`src/rtl/rob_pkg.sv`:
```
package rob_pkg;

    // reorder buffer sizing
    localparam int ROB_DEPTH = 8;
    localparam int TAG_W     = 3;
    localparam int XLEN      = 32;

    // cdb lanes, lane 0 fast alu, lane 1 branch
    localparam int NUM_CDB = 2;

    // stages in the branch lane
    localparam int BR_LAT = 3;

    // rv32i major opcodes in use
    localparam logic [6:0] OPC_OP_IMM = 7'b0010011;
    localparam logic [6:0] OPC_LUI    = 7'b0110111;
    localparam logic [6:0] OPC_BRANCH = 7'b1100011;

    // operation class carried from decode to retirement
    typedef enum logic [1:0] {
        CLS_ADDI = 2'd0,
        CLS_LUI  = 2'd1,
        CLS_BEQ  = 2'd2
    } op_class_e;

    // one result word, meaning depends on the class
    // value for addi and lui
    // target_pc for beq, taken or fall-through
    typedef union packed {
        logic [XLEN-1:0] value;
        logic [XLEN-1:0] target_pc;
    } rob_result_u;

endpackage

```
`src/rtl/commit_unit.sv`:
```
`timescale 1ns/1ps

module commit_unit (
    input  logic                         clk,
    input  logic                         rst_i,
    input  logic                         head_ready_i,
    input  rob_pkg::op_class_e           head_cls_i,
    input  logic [4:0]                   head_rd_i,
    input  rob_pkg::rob_result_u         head_word_i,
    input  logic                         head_taken_i,
    input  logic [4:0]                   arch_raddr_i,
    output logic                         retire_o,
    output logic                         flush_o,
    output logic                         commit_valid_o,
    output logic [4:0]                   commit_rd_o,
    output logic [rob_pkg::XLEN-1:0]     commit_value_o,
    output logic                         redirect_o,
    output logic [rob_pkg::XLEN-1:0]     redirect_pc_o,
    output logic [rob_pkg::XLEN-1:0]     arch_rdata_o
);
    import rob_pkg::*;

    logic [XLEN-1:0] regs_q [32];
    logic            redirect_d;

    // pop whenever the head is ready, but not while flushing
    assign retire_o   = head_ready_i & ~flush_o;
    assign redirect_d = retire_o & (head_cls_i == CLS_BEQ) & head_taken_i;

    // x0 reads as zero
    assign arch_rdata_o = (arch_raddr_i == 5'd0) ? '0 : regs_q[arch_raddr_i];

    always_ff @(posedge clk) begin
        if (rst_i) begin
            commit_valid_o <= 1'b0;
            redirect_o     <= 1'b0;
            flush_o        <= 1'b0;
            for (int i = 0; i < 32; i++) begin
                regs_q[i] <= '0;
            end
        end else begin
            commit_valid_o <= 1'b0;
            redirect_o     <= redirect_d;
            flush_o        <= redirect_d;
            // register writeback, rd 0 is silent
            if (retire_o && head_cls_i != CLS_BEQ && head_rd_i != 5'd0) begin
                regs_q[head_rd_i] <= head_word_i.value;
                commit_valid_o    <= 1'b1;
            end
        end
    end

    // reported values, qualified by the strobes above
    always_ff @(posedge clk) begin
        commit_rd_o    <= head_rd_i;
        commit_value_o <= head_word_i.value;
        redirect_pc_o  <= head_word_i.target_pc;
    end

endmodule

```
`src/rtl/dispatch_unit.sv`:
```
`timescale 1ns/1ps

module dispatch_unit (
    input  logic                         clk,
    input  logic                         rst_i,
    input  logic                         flush_i,
    input  logic                         instr_valid_i,
    input  logic [31:0]                  instr_i,
    input  logic [rob_pkg::XLEN-1:0]     pc_i,
    input  logic [rob_pkg::XLEN-1:0]     src_a_i,
    input  logic [rob_pkg::XLEN-1:0]     src_b_i,
    input  logic                         rob_full_i,
    input  logic [rob_pkg::TAG_W-1:0]    free_tag_i,
    output logic                         stall_o,
    output logic                         alloc_valid_o,
    output logic [rob_pkg::TAG_W-1:0]    alloc_tag_o,
    output rob_pkg::op_class_e           alloc_cls_o,
    output logic [4:0]                   alloc_rd_o,
    output logic [rob_pkg::XLEN-1:0]     iss_a_o,
    output logic [rob_pkg::XLEN-1:0]     iss_b_o,
    output logic [rob_pkg::XLEN-1:0]     iss_imm_o,
    output logic [rob_pkg::XLEN-1:0]     iss_pc_o
);
    import rob_pkg::*;

    op_class_e       cls_d;
    logic [4:0]      rd_d;
    logic [XLEN-1:0] imm_d;
    logic            accept;

    // hold off while the buffer is near full or a flush is going out
    assign stall_o = rob_full_i | flush_i;
    assign accept  = instr_valid_i & ~stall_o;

    // opcode decode, anything unknown falls back to addi
    always_comb begin
        rd_d = instr_i[11:7];
        case (instr_i[6:0])
            OPC_LUI: begin
                cls_d = CLS_LUI;
                imm_d = {instr_i[31:12], 12'b0};
            end
            OPC_BRANCH: begin
                cls_d = CLS_BEQ;
                // b-format, low bit always zero
                imm_d = {{19{instr_i[31]}}, instr_i[31], instr_i[7],
                         instr_i[30:25], instr_i[11:8], 1'b0};
                // no destination for a branch
                rd_d  = 5'd0;
            end
            default: begin
                cls_d = CLS_ADDI;
                imm_d = {{20{instr_i[31]}}, instr_i[31:20]};
            end
        endcase
    end

    // allocate and issue go out together from the same register
    always_ff @(posedge clk) begin
        if (rst_i || flush_i) begin
            alloc_valid_o <= 1'b0;
        end else begin
            alloc_valid_o <= accept;
        end
        // payload only
        if (accept) begin
            alloc_tag_o <= free_tag_i;
            alloc_cls_o <= cls_d;
            alloc_rd_o  <= rd_d;
            iss_a_o     <= src_a_i;
            iss_b_o     <= src_b_i;
            iss_imm_o   <= imm_d;
            iss_pc_o    <= pc_i;
        end
    end

endmodule

```
`src/rtl/exec_unit.sv`:
```
`timescale 1ns/1ps

module exec_unit (
    input  logic                         clk,
    input  logic                         rst_i,
    input  logic                         flush_i,
    input  logic                         iss_valid_i,
    input  logic [rob_pkg::TAG_W-1:0]    iss_tag_i,
    input  rob_pkg::op_class_e           iss_cls_i,
    input  logic [rob_pkg::XLEN-1:0]     iss_a_i,
    input  logic [rob_pkg::XLEN-1:0]     iss_b_i,
    input  logic [rob_pkg::XLEN-1:0]     iss_imm_i,
    input  logic [rob_pkg::XLEN-1:0]     iss_pc_i,
    output logic                         cdb0_valid_o,
    output logic [rob_pkg::TAG_W-1:0]    cdb0_tag_o,
    output rob_pkg::rob_result_u         cdb0_word_o,
    output logic                         cdb1_valid_o,
    output logic [rob_pkg::TAG_W-1:0]    cdb1_tag_o,
    output rob_pkg::rob_result_u         cdb1_word_o,
    output logic                         cdb1_taken_o
);
    import rob_pkg::*;

    logic            fast_go;
    logic            br_go;
    logic            br_taken_d;
    rob_result_u     br_word_d;

    // branch pipe, stage 0 is the compare
    logic            br_valid_q [BR_LAT];
    logic [TAG_W-1:0] br_tag_q  [BR_LAT];
    rob_result_u     br_word_q  [BR_LAT];
    logic            br_taken_q [BR_LAT];

    // nothing new enters while flushing
    assign fast_go = iss_valid_i & ~flush_i & (iss_cls_i != CLS_BEQ);
    assign br_go   = iss_valid_i & ~flush_i & (iss_cls_i == CLS_BEQ);

    // compare and target in the first stage
    always_comb begin
        br_taken_d          = (iss_a_i == iss_b_i);
        br_word_d.target_pc = br_taken_d ? (iss_pc_i + iss_imm_i) : (iss_pc_i + 32'd4);
    end

    // fast lane, single cycle
    always_ff @(posedge clk) begin
        if (rst_i) begin
            cdb0_valid_o <= 1'b0;
        end else begin
            cdb0_valid_o <= fast_go;
        end
        if (fast_go) begin
            cdb0_tag_o <= iss_tag_i;
            // lui just passes the u-immediate through
            if (iss_cls_i == CLS_LUI) begin
                cdb0_word_o.value <= iss_imm_i;
            end else begin
                cdb0_word_o.value <= iss_a_i + iss_imm_i;
            end
        end
    end

    // branch lane valid bits, killed on flush
    always_ff @(posedge clk) begin
        if (rst_i || flush_i) begin
            for (int i = 0; i < BR_LAT; i++) begin
                br_valid_q[i] <= 1'b0;
            end
        end else begin
            br_valid_q[0] <= br_go;
            for (int i = 1; i < BR_LAT; i++) begin
                br_valid_q[i] <= br_valid_q[i-1];
            end
        end
    end

    // branch payload shift
    always_ff @(posedge clk) begin
        br_tag_q[0]   <= iss_tag_i;
        br_word_q[0]  <= br_word_d;
        br_taken_q[0] <= br_taken_d;
        for (int i = 1; i < BR_LAT; i++) begin
            br_tag_q[i]   <= br_tag_q[i-1];
            br_word_q[i]  <= br_word_q[i-1];
            br_taken_q[i] <= br_taken_q[i-1];
        end
    end

    // last stage drives lane 1
    assign cdb1_valid_o = br_valid_q[BR_LAT-1];
    assign cdb1_tag_o   = br_tag_q[BR_LAT-1];
    assign cdb1_word_o  = br_word_q[BR_LAT-1];
    assign cdb1_taken_o = br_taken_q[BR_LAT-1];

endmodule

```
`src/rtl/rob.sv`:
```
`timescale 1ns/1ps

module rob (
    input  logic                         clk,
    input  logic                         rst_i,
    input  logic                         flush_i,
    input  logic                         alloc_valid_i,
    input  logic [rob_pkg::TAG_W-1:0]    alloc_tag_i,
    input  rob_pkg::op_class_e           alloc_cls_i,
    input  logic [4:0]                   alloc_rd_i,
    input  logic                         cdb0_valid_i,
    input  logic [rob_pkg::TAG_W-1:0]    cdb0_tag_i,
    input  rob_pkg::rob_result_u         cdb0_word_i,
    input  logic                         cdb1_valid_i,
    input  logic [rob_pkg::TAG_W-1:0]    cdb1_tag_i,
    input  rob_pkg::rob_result_u         cdb1_word_i,
    input  logic                         cdb1_taken_i,
    input  logic                         retire_i,
    output logic [rob_pkg::TAG_W-1:0]    free_tag_o,
    output logic                         rob_full_o,
    output logic                         head_ready_o,
    output rob_pkg::op_class_e           head_cls_o,
    output logic [4:0]                   head_rd_o,
    output rob_pkg::rob_result_u         head_word_o,
    output logic                         head_taken_o
);
    import rob_pkg::*;

    // control state per entry
    logic             valid_q [ROB_DEPTH];
    logic             done_q  [ROB_DEPTH];

    // payload per entry
    op_class_e        cls_q   [ROB_DEPTH];
    logic [4:0]       rd_q    [ROB_DEPTH];
    rob_result_u      word_q  [ROB_DEPTH];
    logic             taken_q [ROB_DEPTH];

    logic [TAG_W-1:0] head_q;
    logic [TAG_W-1:0] tail_q;
    logic [TAG_W:0]   count_q;

    // cdb lanes gathered for one capture loop
    logic             cdb_v   [NUM_CDB];
    logic [TAG_W-1:0] cdb_tag [NUM_CDB];
    rob_result_u      cdb_w   [NUM_CDB];
    logic             cdb_tk  [NUM_CDB];

    assign cdb_v[0]   = cdb0_valid_i;
    assign cdb_tag[0] = cdb0_tag_i;
    assign cdb_w[0]   = cdb0_word_i;
    // fast lane never branches
    assign cdb_tk[0]  = 1'b0;
    assign cdb_v[1]   = cdb1_valid_i;
    assign cdb_tag[1] = cdb1_tag_i;
    assign cdb_w[1]   = cdb1_word_i;
    assign cdb_tk[1]  = cdb1_taken_i;

    // next free slot, skipping the allocation still in flight
    assign free_tag_o = alloc_valid_i ? tail_q + 1'b1 : tail_q;

    // one slot held back for that same in-flight allocation
    assign rob_full_o = (count_q >= (TAG_W + 1)'(ROB_DEPTH - 1));

    // head presentation
    assign head_ready_o = valid_q[head_q] & done_q[head_q];
    assign head_cls_o   = cls_q[head_q];
    assign head_rd_o    = rd_q[head_q];
    assign head_word_o  = word_q[head_q];
    assign head_taken_o = taken_q[head_q];

    // pointers and occupancy
    always_ff @(posedge clk) begin
        if (rst_i || flush_i) begin
            head_q  <= '0;
            tail_q  <= '0;
            count_q <= '0;
        end else begin
            if (alloc_valid_i) begin
                tail_q <= tail_q + 1'b1;
            end
            if (retire_i) begin
                head_q <= head_q + 1'b1;
            end
            // alloc and retire in one cycle cancel out
            case ({alloc_valid_i, retire_i})
                2'b10:   count_q <= count_q + 1'b1;
                2'b01:   count_q <= count_q - 1'b1;
                default: count_q <= count_q;
            endcase
        end
    end

    // entry valid and done bits
    always_ff @(posedge clk) begin
        if (rst_i || flush_i) begin
            for (int i = 0; i < ROB_DEPTH; i++) begin
                valid_q[i] <= 1'b0;
                done_q[i]  <= 1'b0;
            end
        end else begin
            // capture by tag, only into a waiting entry
            for (int l = 0; l < NUM_CDB; l++) begin
                if (cdb_v[l] && valid_q[cdb_tag[l]] && !done_q[cdb_tag[l]]) begin
                    done_q[cdb_tag[l]] <= 1'b1;
                end
            end
            if (retire_i) begin
                valid_q[head_q] <= 1'b0;
                done_q[head_q]  <= 1'b0;
            end
            // new entry starts out waiting
            if (alloc_valid_i) begin
                valid_q[alloc_tag_i] <= 1'b1;
                done_q[alloc_tag_i]  <= 1'b0;
            end
        end
    end

    // entry payload
    always_ff @(posedge clk) begin
        if (alloc_valid_i) begin
            cls_q[alloc_tag_i] <= alloc_cls_i;
            rd_q[alloc_tag_i]  <= alloc_rd_i;
        end
        for (int l = 0; l < NUM_CDB; l++) begin
            if (cdb_v[l] && valid_q[cdb_tag[l]] && !done_q[cdb_tag[l]]) begin
                word_q[cdb_tag[l]]  <= cdb_w[l];
                taken_q[cdb_tag[l]] <= cdb_tk[l];
            end
        end
    end

endmodule

```
`src/rtl/rob_core_top.sv`:
```
`timescale 1ns/1ps

module rob_core_top (
    input  logic                         clk,
    input  logic                         rst_i,
    input  logic                         instr_valid_i,
    input  logic [31:0]                  instr_i,
    input  logic [rob_pkg::XLEN-1:0]     pc_i,
    input  logic [rob_pkg::XLEN-1:0]     src_a_i,
    input  logic [rob_pkg::XLEN-1:0]     src_b_i,
    input  logic [4:0]                   arch_raddr_i,
    output logic                         stall_o,
    output logic                         commit_valid_o,
    output logic [4:0]                   commit_rd_o,
    output logic [rob_pkg::XLEN-1:0]     commit_value_o,
    output logic                         redirect_o,
    output logic [rob_pkg::XLEN-1:0]     redirect_pc_o,
    output logic [rob_pkg::XLEN-1:0]     arch_rdata_o
);
    import rob_pkg::*;

    // allocate / issue
    logic             alloc_valid;
    logic [TAG_W-1:0] alloc_tag;
    op_class_e        alloc_cls;
    logic [4:0]       alloc_rd;
    logic [XLEN-1:0]  iss_a;
    logic [XLEN-1:0]  iss_b;
    logic [XLEN-1:0]  iss_imm;
    logic [XLEN-1:0]  iss_pc;
    logic [TAG_W-1:0] free_tag;
    logic             rob_full;

    // cdb lanes
    logic             cdb0_valid;
    logic [TAG_W-1:0] cdb0_tag;
    rob_result_u      cdb0_word;
    logic             cdb1_valid;
    logic [TAG_W-1:0] cdb1_tag;
    rob_result_u      cdb1_word;
    logic             cdb1_taken;

    // head and retirement
    logic             head_ready;
    op_class_e        head_cls;
    logic [4:0]       head_rd;
    rob_result_u      head_word;
    logic             head_taken;
    logic             retire;
    logic             flush;

    dispatch_unit u_dispatch (
        .clk(clk), .rst_i(rst_i), .flush_i(flush),
        .instr_valid_i(instr_valid_i), .instr_i(instr_i), .pc_i(pc_i),
        .src_a_i(src_a_i), .src_b_i(src_b_i),
        .rob_full_i(rob_full), .free_tag_i(free_tag), .stall_o(stall_o),
        .alloc_valid_o(alloc_valid), .alloc_tag_o(alloc_tag),
        .alloc_cls_o(alloc_cls), .alloc_rd_o(alloc_rd),
        .iss_a_o(iss_a), .iss_b_o(iss_b), .iss_imm_o(iss_imm), .iss_pc_o(iss_pc)
    );

    exec_unit u_exec (
        .clk(clk), .rst_i(rst_i), .flush_i(flush),
        .iss_valid_i(alloc_valid), .iss_tag_i(alloc_tag), .iss_cls_i(alloc_cls),
        .iss_a_i(iss_a), .iss_b_i(iss_b), .iss_imm_i(iss_imm), .iss_pc_i(iss_pc),
        .cdb0_valid_o(cdb0_valid), .cdb0_tag_o(cdb0_tag), .cdb0_word_o(cdb0_word),
        .cdb1_valid_o(cdb1_valid), .cdb1_tag_o(cdb1_tag), .cdb1_word_o(cdb1_word),
        .cdb1_taken_o(cdb1_taken)
    );

    rob u_rob (
        .clk(clk), .rst_i(rst_i), .flush_i(flush),
        .alloc_valid_i(alloc_valid), .alloc_tag_i(alloc_tag),
        .alloc_cls_i(alloc_cls), .alloc_rd_i(alloc_rd),
        .cdb0_valid_i(cdb0_valid), .cdb0_tag_i(cdb0_tag), .cdb0_word_i(cdb0_word),
        .cdb1_valid_i(cdb1_valid), .cdb1_tag_i(cdb1_tag), .cdb1_word_i(cdb1_word),
        .cdb1_taken_i(cdb1_taken), .retire_i(retire),
        .free_tag_o(free_tag), .rob_full_o(rob_full),
        .head_ready_o(head_ready), .head_cls_o(head_cls), .head_rd_o(head_rd),
        .head_word_o(head_word), .head_taken_o(head_taken)
    );

    commit_unit u_commit (
        .clk(clk), .rst_i(rst_i),
        .head_ready_i(head_ready), .head_cls_i(head_cls), .head_rd_i(head_rd),
        .head_word_i(head_word), .head_taken_i(head_taken),
        .arch_raddr_i(arch_raddr_i), .retire_o(retire), .flush_o(flush),
        .commit_valid_o(commit_valid_o), .commit_rd_o(commit_rd_o),
        .commit_value_o(commit_value_o), .redirect_o(redirect_o),
        .redirect_pc_o(redirect_pc_o), .arch_rdata_o(arch_rdata_o)
    );

endmodule

```
`config.mk`:
```
export PLATFORM = sky130hd
export DESIGN_NAME = rob_core_top
export DESIGN_NICKNAME = d
export VERILOG_FILES = /design/src/rtl/rob_pkg.sv /design/src/rtl/commit_unit.sv /design/src/rtl/dispatch_unit.sv /design/src/rtl/exec_unit.sv /design/src/rtl/rob.sv /design/src/rtl/rob_core_top.sv
export SDC_FILE = /design/constraint.sdc
export NUM_CORES = 2
export LEC_CHECK = 0
export ABC_CLOCK_PERIOD_IN_PS = 4550
export BUFFER_PORTS_ARGS = -buffer_cell sky130_fd_sc_hd__buf_2
export CAP_MARGIN = 40
export CORE_MARGIN = 4
export CORE_UTILIZATION = 56
export DETAILED_ROUTE_END_ITERATION = 16
export GPL_TIMING_DRIVEN = 1
export PLACE_DENSITY_LB_ADDON = 0.1
export RECOVER_POWER = 50
export SLEW_MARGIN = 20
export SYNTH_ARGS = -nofsm -noshare
export SYNTH_HDL_FRONTEND = slang
export SYNTH_SLANG_ARGS = --single-unit
export TNS_END_PERCENT = 100
```
`constraint.sdc`:
```
create_clock -name clk -period 4.55 [get_ports clk]
set_input_delay 0.6825 -clock clk [delete_from_list [all_inputs] [get_ports clk]]
set_output_delay 0.6825 -clock clk [all_outputs]
set_load 0.05 [all_outputs]
```
==> run summary <==
The path with the worst hold slack has its endpoint at u_dispatch.iss_a_o[7]. Across the VDD grid, the largest voltage drop is 0.369 mV. For the number of placed I/O pins, the log shows 240. At the pin with the least slew margin, the transition time is 2.33 ns. Tracing the worst setup path back leads to its startpoint at rst_i. In the synthesized netlist the dominant register cell turns out to be sky130_fd_sc_hd__edfxtp_1. The worst register-to-register path has a setup slack of 0.30 ns. The layout cell share with drive strength beyond 1 was 25.0%; the number of gates resized after cts was 0. Most common cell after layout, fill and taps aside: sky130_fd_sc_hd__edfxtp_1.

TritonCTS built the clock tree. The highest fanout seen on the critical path is 39, and the number of buffers and inverters on the critical path is 5. The cell area power density is 403 mW/mm2. The clock tree synthesis step divided the H-tree into 4 levels. For the worst setup path, the data arrival time is 4.67 ns. Summed over all cells, the static leakage comes to 29.0 nW. The wire length after detailed routing is 221000 um, and the post-synthesis cell count is 4971. The tools report the area enclosed by the die boundary as 0.141 mm2. The depth of the most critical reg-to-reg path is 6, and the share of synthesized area occupied by flip-flops and latches is 65.0%. The endpoint identified for the worst register-to-register timing path is u_commit.regs_q[16][25]. For the number of antenna violations at the first check in global routing, the log shows 5. The type of element capturing the critical path is a register. The logs give 5 for the number of maximum-capacitance violations and 88 for the number of unique standard cell types used by synthesis. The checks that failed: capacitance limit, slew limit. The run finished, with violations left. The net count reported at finish is 5440, and the maximum cell stage delay along the critical path is 1.51 ns. The average via count per standard cell works out to 6.47.

The number of rows created at floorplan is 134, and the worst slack at placement is 0.455 ns. The maximum operating frequency was 234 MHz. In the finished design, the share of the clock period the worst path needs comes to 94.1%. The first TritonRoute pass finished after 6 iterations.

Entering global routing, the biggest net connects 144 pins. For this run, design rule violations remaining after detail routing come to 0. For this design, the sink count on the clock tree is 1701.

At the end of the flow the core is filled with cells to 63.6%. The setup path with the least slack is of type in -> reg. The routed layout has 46200 vias.

The tightest min-delay check is of the in -> reg type. Setup violations remaining at the end of the flow were counted as 0. The worst-skew pair later-pin latency was 0.79 ns; the post-layout minimum cycle time was 4.28 ns.

From left edge to right edge, the die measures 376 um. The buffer depth of the longest clock path was 3; the number of clock buffers inserted by TritonCTS was 175. Post-route worst hold slack: 0.0676 ns. The startpoint identified for the worst hold timing path is src_a_i[7].

The cell area after layout came out at 0.0853 mm2. The critical path goes through clkbuf_1 > clkbuf_1 > clkbuf_1 > buf_16 > o21bai_1 > clkbuf_1. The number of pins with negative max-slew slack in the final report came out at 141.

For the Yosys warning count, the log shows 0. The kind of cell with the highest combined delay along the critical path is buffers and inverters. For this configuration, the core starts out at a cell density of 56.6%. The tools report the overall global routing resource usage as 31.6%. Type of origin of the critical path: a primary input.

After layout, the worst setup slack is 0.270 ns. In this run the tool buffered the top-level ports with 239 buffer cells. The tools report the total half-perimeter wirelength after legalization and detailed placement as 135000 um. Clock tree synthesis selected as its root buffer the cell sky130_fd_sc_hd__clkbuf_16. The data required time of the worst path came out at 4.94 ns.

In this run the vertical extent of the chip is 376 um. The worst pin sits at a relative slew slack of -55.4%. The summed negative setup slack over all endpoints is 0 ns, and the per-cell routed wire length is 31.0 um. The async set-reset flop share out of synthesis came out at 0%.

Each instance of the synthesized netlist takes up on average 15.2 um2. Total count of hold-check failures in the final report: 0. After detailed placement, the total cell area comes to 0.0804 mm2.

The tools report the area of the mapped netlist as 0.0758 mm2. The number of hold buffers added after CTS was 17. Summed over all layers, the global routing overflow is 0. In the layout the commonest cells are sky130_fd_sc_hd__edfxtp_1, sky130_fd_sc_hd__nor3_1, sky130_fd_sc_hd__mux4_2. The count of cells along the worst hold path is 1, and the number of enable flip-flop cells after synthesis is 1517. The largest clock skew in the final design is 0.0320 ns, and the count of nets left with antenna violations after detail routing is 0. The final RePlAce weighted congestion came out at 0.871. Flip-flop and latch count after synthesis: 1701. For the first-pass GRT wire length, the log shows 322000 um. Cell at the slowest stage of the critical path: sky130_fd_sc_hd__clkbuf_1.

Layout overhead on the synthesized area: 12.5%. The count of fill cells added during filler insertion was 9789; the number of setup buffers added after CTS was 0. By instance count, the cell type seen most on the critical path is sky130_fd_sc_hd__clkbuf_1.

The detailed router finished its first iteration with 5339 violations. The number of global-route vias before repair is 46700. Clock-pin slew was measured on the worst setup and hold paths at 0.06 ns. Setup repair after global routing left no endpoint under its margin. The placeable core area was 0.134 mm2.
==> synthesized netlist by cell type (all sizes together) (4+ instances only) <==
cell type / n / area, um2
edfxtp: 1517 / 45600
nor3: 787 / 3960
mux4: 397 / 8940
nor2: 363 / 1370
mux2: 266 / 3210
buf: 264 / 1470
clkbuf: 194 / 728
dfxtp: 184 / 3680
nand2: 157 / 592
a21oi: 82 / 410
xnor2: 81 / 709
o21ai: 80 / 400
mux2i: 71 / 714
ha: 68 / 851
inv: 58 / 218
a21o: 49 / 368
o21bai: 41 / 308
xor2: 37 / 324
nand3: 31 / 155
nor2b: 27 / 179
nand2b: 18 / 120
nand4: 18 / 113
a211oi: 17 / 128
and3: 15 / 93.8
and2: 13 / 81.3
or3: 11 / 73.8
o31ai: 10 / 85.1
nand3b: 8 / 60.1
a31oi: 7 / 43.8
nor4: 7 / 50.1
a221oi: 6 / 58.8
and4: 6 / 52.6
nor3b: 6 / 50.1
o21a: 5 / 37.5
o221a: 5 / 56.3
o22ai: 5 / 31.3
or2: 5 / 31.3
a22o: 4 / 35.0
o211ai: 4 / 30.0
==> sequential cells by signal (all words and copies together), names as in the netlist, 9 cells and up, named ones only <==
name,cells
u_commit.regs_q,1024
u_rob.word_q,256
u_exec.br_word_q,96
u_rob.rd_q,40
u_commit.commit_value_o,32
u_dispatch.iss_a_o,32
u_dispatch.iss_b_o,32
u_dispatch.iss_imm_o,32
u_dispatch.iss_pc_o,32
u_exec.cdb0_word_o,32
u_rob.cls_q,16
u_exec.br_tag_q,9
==> how the worst max path moves through the flow <==
stage | depth (start not counted) | slack (ns) | to
2_1_floorplan | 2 | 0.01 | u_dispatch.alloc_cls_o[0]
6_report | 6 | 0.27 | u_commit.regs_q[27][22]
3_3_place_gp | 7 | 0.40 | arch_rdata_o[8]
3_5_place_dp | 9 | 0.46 | arch_rdata_o[17]
4_1_cts | 9 | 0.45 | arch_rdata_o[17]
5_1_grt | 5 | 0.19 | u_commit.regs_q[26][28]
==> where the power goes <==
part / switching (mW) / internal (mW) / leakage (nW)
Sequential: 0.315 / 17.5 / 16.7
Clock: 5.92 / 8.06 / 2.71
Combinational: 1.53 / 1.06 / 9.61
Total: 7.77 / 26.6 / 29.0
==> worst reg2reg max path, delay by kind of cell, from the launching register on <==
family,cells,cell delay (ns)
flip-flops,1,0.58
multiplexers,2,1.22
AND/OR/NAND/NOR,2,0.55
buffers and inverters,2,1.60
==> kinds of logic (layout without fill, tap and decap cells) <==
group,count (synthesis),after routing,share of synthesized area [%]
AOI/OAI and AO/OA,348,348,3.02
xor gates and xnor gates,118,118,1.36
adders and majority gates,70,70,1.18
buffers and inverters,518,890,3.20
other,1,35,0.00495
DFF,1701,1701,65.0
and+or+nand+nor,1481,1481,9.31
muxes,734,734,17.0
==> metrics by stage <==
| step | power, mW | instances |
|---|---|---|
| floorplan | 19.7 | 5002 |
| global placement | 20.7 | 6793 |
| detailed placement | 20.7 | 6806 |
| CTS | 34.6 | 7140 |
| global route | 35.4 | 7142 |
| finish | 34.4 | 7145 |
==> final cells by class <==
class / count / area [um2] / area share [%]
antenna: 3 / 7.51 / 0.00880
sequential: 1701 / 49200 / 57.8
clock buffer: 236 / 4800 / 5.63
timing repair buffer: 513 / 3460 / 4.06
clock inverter: 81 / 722 / 0.847
multi-input combinational: 2783 / 24600 / 28.8
tap: 1768 / 2210 / 2.59
inverter: 60 / 226 / 0.266
==> metal layers <==
metal  part of all wire [%]  global-route usage [%]  routed length [um]
met5                  0.019                       0                  41
met4                    5.1                    14.9               11400
met2                     50                    52.4              110000
met1                     36                    40.1               79400
met3                    9.4                    6.60               20900
(Power assumes the default switching activity.)
